`src/tuner_cfg_pkg.sv`:
```
// -----------------------------
// Tuner config package
// Datapath widths, peak window
// sizes and the vector types of
// the ring tuner search engine
// -----------------------------

package tuner_cfg_pkg;

  // Converter widths
  localparam int DacWidth = 8;
  localparam int AdcWidth = 8;

  // Peak table depth
  localparam int NumTarget = 8;

  // ------------------------------
  // Peak window geometry
  // ------------------------------
  localparam int PeakWinHalf  = 4;
  localparam int PeakWinSize  = 2 * PeakWinHalf + 1;
  // Candidate sits just below the middle
  localparam int PeakTrackIdx = PeakWinHalf - 1;
  // Minimum agreeing flags per half
  localparam int PeakThres    = 2;
  // Samples blocked after a peak
  localparam int PeakInvalidMax = 4 * PeakThres;

  // Datapath vectors
  typedef logic [DacWidth-1:0] tune_code_t;
  typedef logic [AdcWidth-1:0] pwr_t;
  typedef logic [2:0]          stride_t;
  typedef logic [8:0]          sample_cnt_t;
  typedef logic [3:0]          peak_cnt_t;

endpackage

```
`src/tuner_search_pkg.sv`:
```
// -----------------------------
// Tuner search package
// State encodings and the packed
// records passed between the
// search engine blocks
// -----------------------------

package tuner_search_pkg;

  // Top-level search FSM
  typedef enum logic [1:0] {
    IDLE   = 2'd0,
    INIT   = 2'd1,
    ACTIVE = 2'd2,
    DONE   = 2'd3
  } search_state_e;

  // Arbiter exchange sub-state inside ACTIVE
  typedef enum logic {
    CTRL_TUNE   = 1'b0,
    CTRL_UPDATE = 1'b1
  } ctrl_state_e;

  // Sweep range and step exponent, 19 bits
  typedef struct packed {
    tuner_cfg_pkg::tune_code_t start_code;
    tuner_cfg_pkg::tune_code_t end_code;
    tuner_cfg_pkg::stride_t    stride;
  } sweep_cfg_t;

  // One committed point of the sweep, 16 bits
  typedef struct packed {
    tuner_cfg_pkg::tune_code_t code;
    tuner_cfg_pkg::pwr_t       pwr;
  } sample_t;

  // Peak table, entry 0 in the low bits
  typedef sample_t [tuner_cfg_pkg::NumTarget-1:0] peak_tbl_t;

endpackage

```
`src/search_ctrl.sv`:
```
// -----------------------------
// Search controller
// Main search FSM, the tune and
// commit exchange with the ring
// arbiter, and sample counting
// -----------------------------
`timescale 1ns/10ps

module search_ctrl (
  input  logic                         i_clk,
  input  logic                         i_rst,
  input  tuner_search_pkg::sweep_cfg_t i_cfg,
  input  logic                         i_trig_val,
  input  logic                         i_peaks_rdy,
  input  logic                         i_tune_rdy,
  input  logic                         i_commit_val,
  input  logic                         i_compute_done,
  output logic                         o_trig_rdy,
  output logic                         o_peaks_val,
  output logic                         o_ctrl_active,
  output logic                         o_tune_val,
  output logic                         o_commit_rdy,
  output logic                         o_refresh,
  output logic                         o_tune_state,
  output logic                         o_update,
  output tuner_cfg_pkg::sample_cnt_t   o_sample_cnt
);

  tuner_search_pkg::search_state_e state, state_next;
  tuner_search_pkg::ctrl_state_e   sub_state, sub_state_next;

  logic                       trig_fire;
  logic                       tune_fire;
  logic                       commit_fire;
  logic                       is_active;
  logic                       sweep_done;
  tuner_cfg_pkg::tune_code_t  span;
  tuner_cfg_pkg::sample_cnt_t cnt_max;
  tuner_cfg_pkg::sample_cnt_t sample_cnt;

  // ------------------------------
  // Handshake decode
  // ------------------------------
  assign o_trig_rdy  = (state == tuner_search_pkg::IDLE) || (state == tuner_search_pkg::DONE);
  assign o_peaks_val = (state == tuner_search_pkg::DONE);
  assign trig_fire   = o_trig_rdy && i_trig_val;

  assign is_active     = (state == tuner_search_pkg::ACTIVE);
  assign o_ctrl_active = is_active;
  assign o_refresh     = (state == tuner_search_pkg::INIT);
  assign o_tune_state  = is_active && (sub_state == tuner_search_pkg::CTRL_TUNE);
  // Offer the code only once the sweep has stepped it
  assign o_tune_val    = o_tune_state && i_compute_done;
  assign o_commit_rdy  = is_active && (sub_state == tuner_search_pkg::CTRL_UPDATE);

  assign tune_fire   = o_tune_val && i_tune_rdy;
  assign commit_fire = o_commit_rdy && i_commit_val;
  // Sample strobe
  assign o_update    = commit_fire;

  // ------------------------------
  // Search FSM
  // ------------------------------
  always_ff @(posedge i_clk or posedge i_rst) begin
    if (i_rst) begin
      state <= tuner_search_pkg::IDLE;
    end else begin
      state <= state_next;
    end
  end

  always_comb begin
    state_next = state;
    case (state)
      tuner_search_pkg::IDLE:   if (trig_fire) state_next = tuner_search_pkg::INIT;
      // Single clearing cycle
      tuner_search_pkg::INIT:   state_next = tuner_search_pkg::ACTIVE;
      tuner_search_pkg::ACTIVE: if (sweep_done) state_next = tuner_search_pkg::DONE;
      // Results held here until retriggered
      tuner_search_pkg::DONE:   if (trig_fire) state_next = tuner_search_pkg::INIT;
      default:                  state_next = tuner_search_pkg::IDLE;
    endcase
  end

  // ------------------------------
  // Arbiter sub-FSM
  // ------------------------------
  always_ff @(posedge i_clk or posedge i_rst) begin
    if (i_rst) begin
      sub_state <= tuner_search_pkg::CTRL_TUNE;
    end else if (o_refresh) begin
      sub_state <= tuner_search_pkg::CTRL_TUNE;
    end else begin
      sub_state <= sub_state_next;
    end
  end

  always_comb begin
    sub_state_next = sub_state;
    if (is_active) begin
      case (sub_state)
        tuner_search_pkg::CTRL_TUNE:   if (tune_fire) sub_state_next = tuner_search_pkg::CTRL_UPDATE;
        tuner_search_pkg::CTRL_UPDATE: if (commit_fire) sub_state_next = tuner_search_pkg::CTRL_TUNE;
        default:                       sub_state_next = tuner_search_pkg::CTRL_TUNE;
      endcase
    end
  end

  // ------------------------------
  // Sample count and sweep end
  // ------------------------------
  assign span       = i_cfg.end_code - i_cfg.start_code;
  assign cnt_max    = {1'b0, span >> i_cfg.stride};
  assign sweep_done = (sample_cnt >= cnt_max);

  always_ff @(posedge i_clk or posedge i_rst) begin
    if (i_rst) begin
      sample_cnt <= '0;
    end else if (o_refresh) begin
      sample_cnt <= '0;
    end else if (o_update) begin
      sample_cnt <= sample_cnt + 1'b1;
    end
  end

  assign o_sample_cnt = sample_cnt;

  // Arbiter sees at most one open request
  a_tune_commit_excl : assert property (@(posedge i_clk) disable iff (i_rst)
    !(o_tune_val && o_commit_rdy));

  // Samples arrive only while the ring is owned
  a_update_active : assert property (@(posedge i_clk) disable iff (i_rst)
    o_update |-> is_active);

endmodule

```
`src/ring_sweep.sv`:
```
// -----------------------------
// Ring sweep
// Steps the DAC tuning code by
// two to the stride per sample
// -----------------------------
`timescale 1ns/10ps

module ring_sweep (
  input  logic                         i_clk,
  input  logic                         i_rst,
  input  tuner_search_pkg::sweep_cfg_t i_cfg,
  input  logic                         i_refresh,
  input  logic                         i_tune_state,
  input  logic                         i_update,
  output tuner_cfg_pkg::tune_code_t    o_ring_tune,
  output logic                         o_compute_done
);

  tuner_cfg_pkg::tune_code_t step;
  tuner_cfg_pkg::tune_code_t ring_tune;
  logic                      compute_done;
  logic                      compute;

  assign step    = tuner_cfg_pkg::tune_code_t'(1) << i_cfg.stride;
  // First tune-state cycle of each sample
  assign compute = i_tune_state && !compute_done;

  always_ff @(posedge i_clk or posedge i_rst) begin
    if (i_rst) begin
      ring_tune <= '0;
    end else if (i_refresh) begin
      ring_tune <= i_cfg.start_code;
    end else if (compute) begin
      ring_tune <= ring_tune + step;
    end
  end

  // Single-cycle compute, rearmed by the sample strobe
  always_ff @(posedge i_clk or posedge i_rst) begin
    if (i_rst) begin
      compute_done <= 1'b0;
    end else if (i_refresh || i_update) begin
      compute_done <= 1'b0;
    end else if (i_tune_state) begin
      compute_done <= 1'b1;
    end
  end

  assign o_ring_tune    = ring_tune;
  assign o_compute_done = compute_done;

endmodule

```
`src/peak_window.sv`:
```
// -----------------------------
// Peak window
// Sliding history of committed
// samples with slope flags and
// majority votes on each half
// -----------------------------
`timescale 1ns/10ps

module peak_window (
  input  logic                      i_clk,
  input  logic                      i_rst,
  input  logic                      i_refresh,
  input  logic                      i_update,
  input  tuner_search_pkg::sample_t i_commit,
  output tuner_search_pkg::sample_t o_cand,
  output logic                      o_peak_found
);

  localparam int Size = tuner_cfg_pkg::PeakWinSize;
  localparam int Half = tuner_cfg_pkg::PeakWinHalf;

  tuner_search_pkg::sample_t last;
  // Entry 0 is the newest
  tuner_search_pkg::sample_t hist [Size];
  logic [Size-1:0]           rise_hist;
  logic [Size-1:0]           fall_hist;
  logic                      rise_now;
  logic                      fall_now;
  logic                      rise_vote;
  logic                      fall_vote;

  // Count set flags in one half
  function automatic logic majority(input logic [Half-1:0] flags);
    int sum;
    sum = 0;
    for (int i = 0; i < Half; i++) begin
      sum += int'(flags[i]);
    end
    return (sum >= tuner_cfg_pkg::PeakThres);
  endfunction

  // ------------------------------
  // Sample history
  // ------------------------------
  // Last commit enters the window on the next strobe
  always_ff @(posedge i_clk) begin
    if (i_refresh) begin
      last <= '0;
      for (int j = 0; j < Size; j++) begin
        hist[j] <= '0;
      end
    end else if (i_update) begin
      last    <= i_commit;
      hist[0] <= last;
      for (int j = 1; j < Size; j++) begin
        hist[j] <= hist[j-1];
      end
    end
  end

  // ------------------------------
  // Slope flags
  // ------------------------------
  assign rise_now = hist[0].pwr > hist[1].pwr;
  assign fall_now = hist[0].pwr < hist[1].pwr;

  always_ff @(posedge i_clk or posedge i_rst) begin
    if (i_rst) begin
      rise_hist <= '0;
      fall_hist <= '0;
    end else if (i_refresh) begin
      rise_hist <= '0;
      fall_hist <= '0;
    end else if (i_update) begin
      rise_hist <= {rise_hist[Size-2:0], rise_now};
      fall_hist <= {fall_hist[Size-2:0], fall_now};
    end
  end

  // Older half rising, newer half falling
  assign rise_vote    = majority(rise_hist[Size-1:Half+1]);
  assign fall_vote    = majority(fall_hist[Half-1:0]);
  assign o_peak_found = rise_vote && fall_vote;
  assign o_cand       = hist[tuner_cfg_pkg::PeakTrackIdx];

endmodule

```
`src/peak_store.sv`:
```
// -----------------------------
// Peak store
// Block-out of nearby peaks and
// the table of accepted peaks
// -----------------------------
`timescale 1ns/10ps

module peak_store (
  input  logic                        i_clk,
  input  logic                        i_rst,
  input  logic                        i_refresh,
  input  logic                        i_update,
  input  logic                        i_peak_found,
  input  tuner_search_pkg::sample_t   i_cand,
  input  tuner_cfg_pkg::sample_cnt_t  i_sample_cnt,
  output tuner_search_pkg::peak_tbl_t o_peaks,
  output tuner_cfg_pkg::peak_cnt_t    o_peaks_cnt
);

  localparam int InvW = $clog2(tuner_cfg_pkg::PeakInvalidMax);
  localparam int IdxW = $clog2(tuner_cfg_pkg::NumTarget);

  logic [InvW-1:0]             invalid_cnt;
  logic                        invalid;
  logic                        table_full;
  logic                        commit;
  tuner_cfg_pkg::peak_cnt_t    peak_cnt;
  tuner_search_pkg::peak_tbl_t peak_tbl;

  // ------------------------------
  // Peak invalidation
  // ------------------------------
  // Blocked during the first window fill and after any peak
  assign invalid = (invalid_cnt != '0) || (i_sample_cnt <= tuner_cfg_pkg::PeakWinSize);

  always_ff @(posedge i_clk or posedge i_rst) begin
    if (i_rst) begin
      invalid_cnt <= '0;
    end else if (i_refresh) begin
      invalid_cnt <= '0;
    end else if (i_update) begin
      // Counter wraps to zero after the block-out length
      if (i_peak_found || invalid) begin
        invalid_cnt <= invalid_cnt + 1'b1;
      end else begin
        invalid_cnt <= '0;
      end
    end
  end

  // ------------------------------
  // Peak table
  // ------------------------------
  assign table_full = (peak_cnt >= tuner_cfg_pkg::NumTarget);
  assign commit     = i_update && i_peak_found && !invalid && !table_full;

  always_ff @(posedge i_clk or posedge i_rst) begin
    if (i_rst) begin
      peak_cnt <= '0;
    end else if (i_refresh) begin
      peak_cnt <= '0;
    end else if (commit) begin
      peak_cnt <= peak_cnt + 1'b1;
    end
  end

  always_ff @(posedge i_clk) begin
    if (i_refresh) begin
      peak_tbl <= '0;
    end else if (commit) begin
      peak_tbl[peak_cnt[IdxW-1:0]] <= i_cand;
    end
  end

  assign o_peaks     = peak_tbl;
  assign o_peaks_cnt = peak_cnt;

  // Storing stops at a full table
  a_cnt_bound : assert property (@(posedge i_clk) disable iff (i_rst)
    o_peaks_cnt <= tuner_cfg_pkg::NumTarget);

endmodule

```
`src/tuner_search_top.sv`:
```
// -----------------------------
// Tuner search top
// Ring resonator peak search
// engine with arbiter handshake
// -----------------------------
`timescale 1ns/10ps

module tuner_search_top (
  input  logic                         i_clk,
  input  logic                         i_rst,
  input  tuner_search_pkg::sweep_cfg_t i_cfg,
  // Trigger
  input  logic                         i_trig_val,
  output logic                         o_trig_rdy,
  // Tune request
  output logic                         o_tune_val,
  output tuner_cfg_pkg::tune_code_t    o_ring_tune,
  input  logic                         i_tune_rdy,
  // Commit
  output logic                         o_commit_rdy,
  input  logic                         i_commit_val,
  input  tuner_search_pkg::sample_t    i_commit,
  output logic                         o_ctrl_active,
  // Results
  output logic                         o_peaks_val,
  output tuner_search_pkg::peak_tbl_t  o_peaks,
  output tuner_cfg_pkg::peak_cnt_t     o_peaks_cnt,
  input  logic                         i_peaks_rdy
);

  logic                       refresh;
  logic                       tune_state;
  logic                       update;
  logic                       compute_done;
  logic                       peak_found;
  tuner_cfg_pkg::sample_cnt_t sample_cnt;
  tuner_search_pkg::sample_t  cand;

  search_ctrl u_ctrl (
    .i_clk          (i_clk),
    .i_rst          (i_rst),
    .i_cfg          (i_cfg),
    .i_trig_val     (i_trig_val),
    .i_peaks_rdy    (i_peaks_rdy),
    .i_tune_rdy     (i_tune_rdy),
    .i_commit_val   (i_commit_val),
    .i_compute_done (compute_done),
    .o_trig_rdy     (o_trig_rdy),
    .o_peaks_val    (o_peaks_val),
    .o_ctrl_active  (o_ctrl_active),
    .o_tune_val     (o_tune_val),
    .o_commit_rdy   (o_commit_rdy),
    .o_refresh      (refresh),
    .o_tune_state   (tune_state),
    .o_update       (update),
    .o_sample_cnt   (sample_cnt)
  );

  ring_sweep u_sweep (
    .i_clk          (i_clk),
    .i_rst          (i_rst),
    .i_cfg          (i_cfg),
    .i_refresh      (refresh),
    .i_tune_state   (tune_state),
    .i_update       (update),
    .o_ring_tune    (o_ring_tune),
    .o_compute_done (compute_done)
  );

  peak_window u_window (
    .i_clk        (i_clk),
    .i_rst        (i_rst),
    .i_refresh    (refresh),
    .i_update     (update),
    .i_commit     (i_commit),
    .o_cand       (cand),
    .o_peak_found (peak_found)
  );

  peak_store u_store (
    .i_clk        (i_clk),
    .i_rst        (i_rst),
    .i_refresh    (refresh),
    .i_update     (update),
    .i_peak_found (peak_found),
    .i_cand       (cand),
    .i_sample_cnt (sample_cnt),
    .o_peaks      (o_peaks),
    .o_peaks_cnt  (o_peaks_cnt)
  );

endmodule

```
`config.mk`:
```
export PLATFORM = sky130hd
export DESIGN_NAME = tuner_search_top
export DESIGN_NICKNAME = d
export VERILOG_FILES = /design/src/tuner_cfg_pkg.sv /design/src/tuner_search_pkg.sv /design/src/search_ctrl.sv /design/src/ring_sweep.sv /design/src/peak_window.sv /design/src/peak_store.sv /design/src/tuner_search_top.sv
export SDC_FILE = /design/constraint.sdc
export NUM_CORES = 1
export LEC_CHECK = 0
export ABC_CLOCK_PERIOD_IN_PS = 7300
export BUFFER_PORTS_ARGS = -buffer_cell sky130_fd_sc_hd__buf_2
export CAP_MARGIN = 20
export CORE_UTILIZATION = 40
export CTS_CLUSTER_DIAMETER = 80
export CTS_CLUSTER_SIZE = 30
export DETAILED_ROUTE_END_ITERATION = 10
export SLEW_MARGIN = 20
export SYNTH_ARGS = -nofsm -noshare
export SYNTH_HDL_FRONTEND = slang
export SYNTH_HIERARCHICAL = 1
export SYNTH_SLANG_ARGS = --single-unit
```
`constraint.sdc`:
```
create_clock -name i_clk -period 7.3 [get_ports i_clk]
set_clock_uncertainty 0.2 [all_clocks]
set_input_delay 0.365 -clock i_clk [delete_from_list [all_inputs] [get_ports i_clk]]
set_output_delay 0.365 -clock i_clk [all_outputs]
set_load 0.02 [all_outputs]
```
==> key figures <==
Run status
  • Status: finished, final reports clean

Timing
  • Worst-margin pin slew: 0.889 ns
  • Setup violations, final: 0
  • Max-slew headroom: 40.7%
  • Hold slack: 0.0589 ns
  • Max-slew violations: 0
  • RSZ-0062 raised after global routing: no
  • Min Tclk post-route: 4.11 ns
  • Fmax achieved: 0.243 GHz
  • Setup TNS: 0 ns
  • Final worst path period share: 56.3%
  • Hold Vio Cnt, Final: 0

Cells and area
  • Final instance area: 13600 sq um
  • Fill count: 2737
  • Share of cells above drive strength 1: 20.0%
  • Area grow syn2layout: 15.0%
  • Most frequent cells in the layout: buf_2, mux2i_1, nand2b_1
  • Fin nets: 1312
  • Most common cell after layout, fill and taps aside: buf_2
  • Antenna Cells: 0

Floorplanning
  • Die H: 174 um
  • Core Area: 28900 sq um
  • Num rows: 62
  • DIE AREA: 30200 sq um
  • I/O pins: 186
  • Starting Density: 41.0%
  • Die X: 174 um

Logic synthesis
  • Synth warn: 6
  • Post-Syn Instances: 1078
  • Cell variety after synth: 79
  • Post-synth top area share: 24.4%
  • Synth Area per Inst: 11.0 sq um
  • Post-synth EDFFs: 64
  • Asr flop ratio synth: 16.5%
  • Largest area contributor in the netlist: dfxtp_1
  • Top_reg_cell synth: dfxtp_1
  • Synthesized flop and latch total: 249
  • Synth top area cells: dfxtp_1, edfxtp_1, mux2i_1
  • Syn Nets: 1163
  • Post-synthesis sequential area ratio: 49.3%
  • Mapped Area: 11800 sq um

Routing
  • Pre-antenna DRT Iters: 4
  • Routed WL: 25.3 mm
  • Number of DRC markers in iteration 0: 406
  • Post-route ant nets: 0
  • Vias per cell: 4.81
  • Drc violations: 0
  • WL per Instance: 15.7 um
  • Routed vias: 7794

Worst hold path
  • Hold endpoint: u_ctrl/state[1]
  • Worst hold path depth: 4
  • Hold_sp: i_trig_val
  • Hold Path Class: in -> reg

Placed design
  • Routability cong.: 0.803
  • Port Buf Inserts: 184
  • DP Area: 12800 sq um
  • HPWL Detailed: 17.3 mm

Critical path
  • CP max FO: 4
  • Worst r2r path cells: 8
  • Worst setup EP type: register
  • Crit Path Class: in -> reg
  • Critical Path RT: 7.48 ns
  • Reg-to-reg endpoint: u_store/o_peaks[90]
  • Worst EP arrival: 4.29 ns
  • Crit start category: input port
  • Worst R2R Start: u_ctrl/state[0]
  • Reg2reg setup slack: 3.92 ns

Flow run
  • MaxCap Viol Count: 0

CTS
  • CTS tree: built
  • CTS Buf Count: 15
  • Setup bufs post-CTS: 0
  • Clock sinks: 249
  • Post-CTS resize count: 0
  • CTS max path bufs: 3
  • Clock transition at path regs: 0.10 ns
  • # hold bufs at CTS: 26
  • Insertion delay to the later sink of the worst-skew pair: 0.49 ns
  • H-tree depth: 1
  • Root Buffer: clkbuf_16

Global route
  • Initial antenna violation count: 0
  • Grt ovf: 0
  • Pin count of the biggest net entering global routing: 76
  • GRT Overall Usage: 16.7%
  • Vias in the first global route: 7635
  • Global-route wire length before repair: 41.0 mm

Power and ir drop
  • Static leakage: 6.48 nW
  • PD cells: 267 nW/um^2
  • Maximum VDD drop: 0.179 mV
-- where the power goes --
part	leakage, nW	total (mW)	switching (mW)	internal, mW
Sequential	2.34	1.68	0.0612	1.62
Clock	0.260	0.967	0.515	0.453
Combinational	3.89	0.991	0.631	0.360
Total	6.48	3.64	1.21	2.43
-- critical path, cell delays in order --
cell           delay [ns]
dlygate4sd3_1        0.52
buf_2                0.13
ha_1                 0.14
inv_1                0.04
fa_1                 0.42
a211oi_2             0.32
nor2_1               0.15
nand4b_1             0.11
o41ai_1              0.08
a2111oi_0            0.65
o31ai_1              0.13
ha_1                 0.28
nand2b_1             0.14
a21o_1               0.17
a211oi_1             0.25
o31a_1               0.21
a21oi_1              0.06
mux2i_1              0.12
-- through the flow --
step | setup WS (ns) | util [%] | cells | total power [mW]
after floorplan | 3.65 | - | 1078 | 2.48
after global placement | 3.26 | 44.3 | 1568 | 2.69
after detailed placement | 3.17 | 44.3 | 1568 | 2.70
after CTS | 3.23 | 47.1 | 1619 | 3.70
after global routing | 2.81 | 47.1 | 1619 | 3.86
final | 3.19 | 47.1 | 1619 | 3.64
-- cell usage after synthesis (19+ instances only) --
master and number:
a21oi_1 23, and2_1 60, buf_4 19, clkbuf_1 23, dfrtp_1 41, dfxtp_1 144
edfxtp_1 64, ha_1 40, inv_1 45, mux2i_1 162, nand2_1 29, nand2b_1 150
nor2_1 68
-- metal layers --
layer / wire length, um / GRT usage [%]
met3: 726 / 1.84
met5: 0 / 0
met4: 378 / 3.40
met2: 11700 / 28.1
met1: 12500 / 23.2
-- state kept, by name, indices dropped and copies added, names as in the netlist --
name,count
u_store/invalid_cnt,3
u_window/rise_hist,9
u_sweep/o_ring_tune,8
u_window/last,16
u_sweep/o_compute_done,1
u_store/o_peaks_cnt,4
u_ctrl/state,2
u_store/o_peaks,128
u_ctrl/o_sample_cnt,9
u_window/fall_hist,4
u_window/hist,64
u_ctrl/sub_state,1
-- layout make-up --
type / count / area, sq um / share of cell area [%]
multi-input combinational: 698 / 5340 / 39.3
clock inverter: 9 / 166 / 1.22
sequential: 249 / 5830 / 42.9
tap: 384 / 480 / 3.53
inverter: 48 / 180 / 1.33
clock buffer: 16 / 379 / 2.79
timing repair buffer: 215 / 1220 / 8.96
-- logic make-up (layout without fill, tap and decap cells) --
family	after synthesis	count (layout)	share of synthesized area, %
compound gates	90	90	5.15
xor+xnor	10	10	0.741
fa+ha+maj	44	44	4.91
buf+inv	131	288	5.62
flops	249	249	49.3
mux	164	164	14.1
simple gates	390	390	20.1
-- worst max-delay path by stage --
stage	start	end	slack [ns]
detailed placement	i_cfg[3]	u_ctrl/state[0]	3.17
global placement	i_cfg[3]	u_ctrl/state[0]	3.26
floorplan	i_cfg[3]	u_ctrl/state[0]	3.65
global route	i_cfg[11]	u_ctrl/state[0]	2.81
CTS	i_cfg[11]	u_ctrl/state[0]	3.23
finish	i_cfg[11]	u_ctrl/state[0]	3.19
Note: power is estimated with default switching activity, not from simulation.
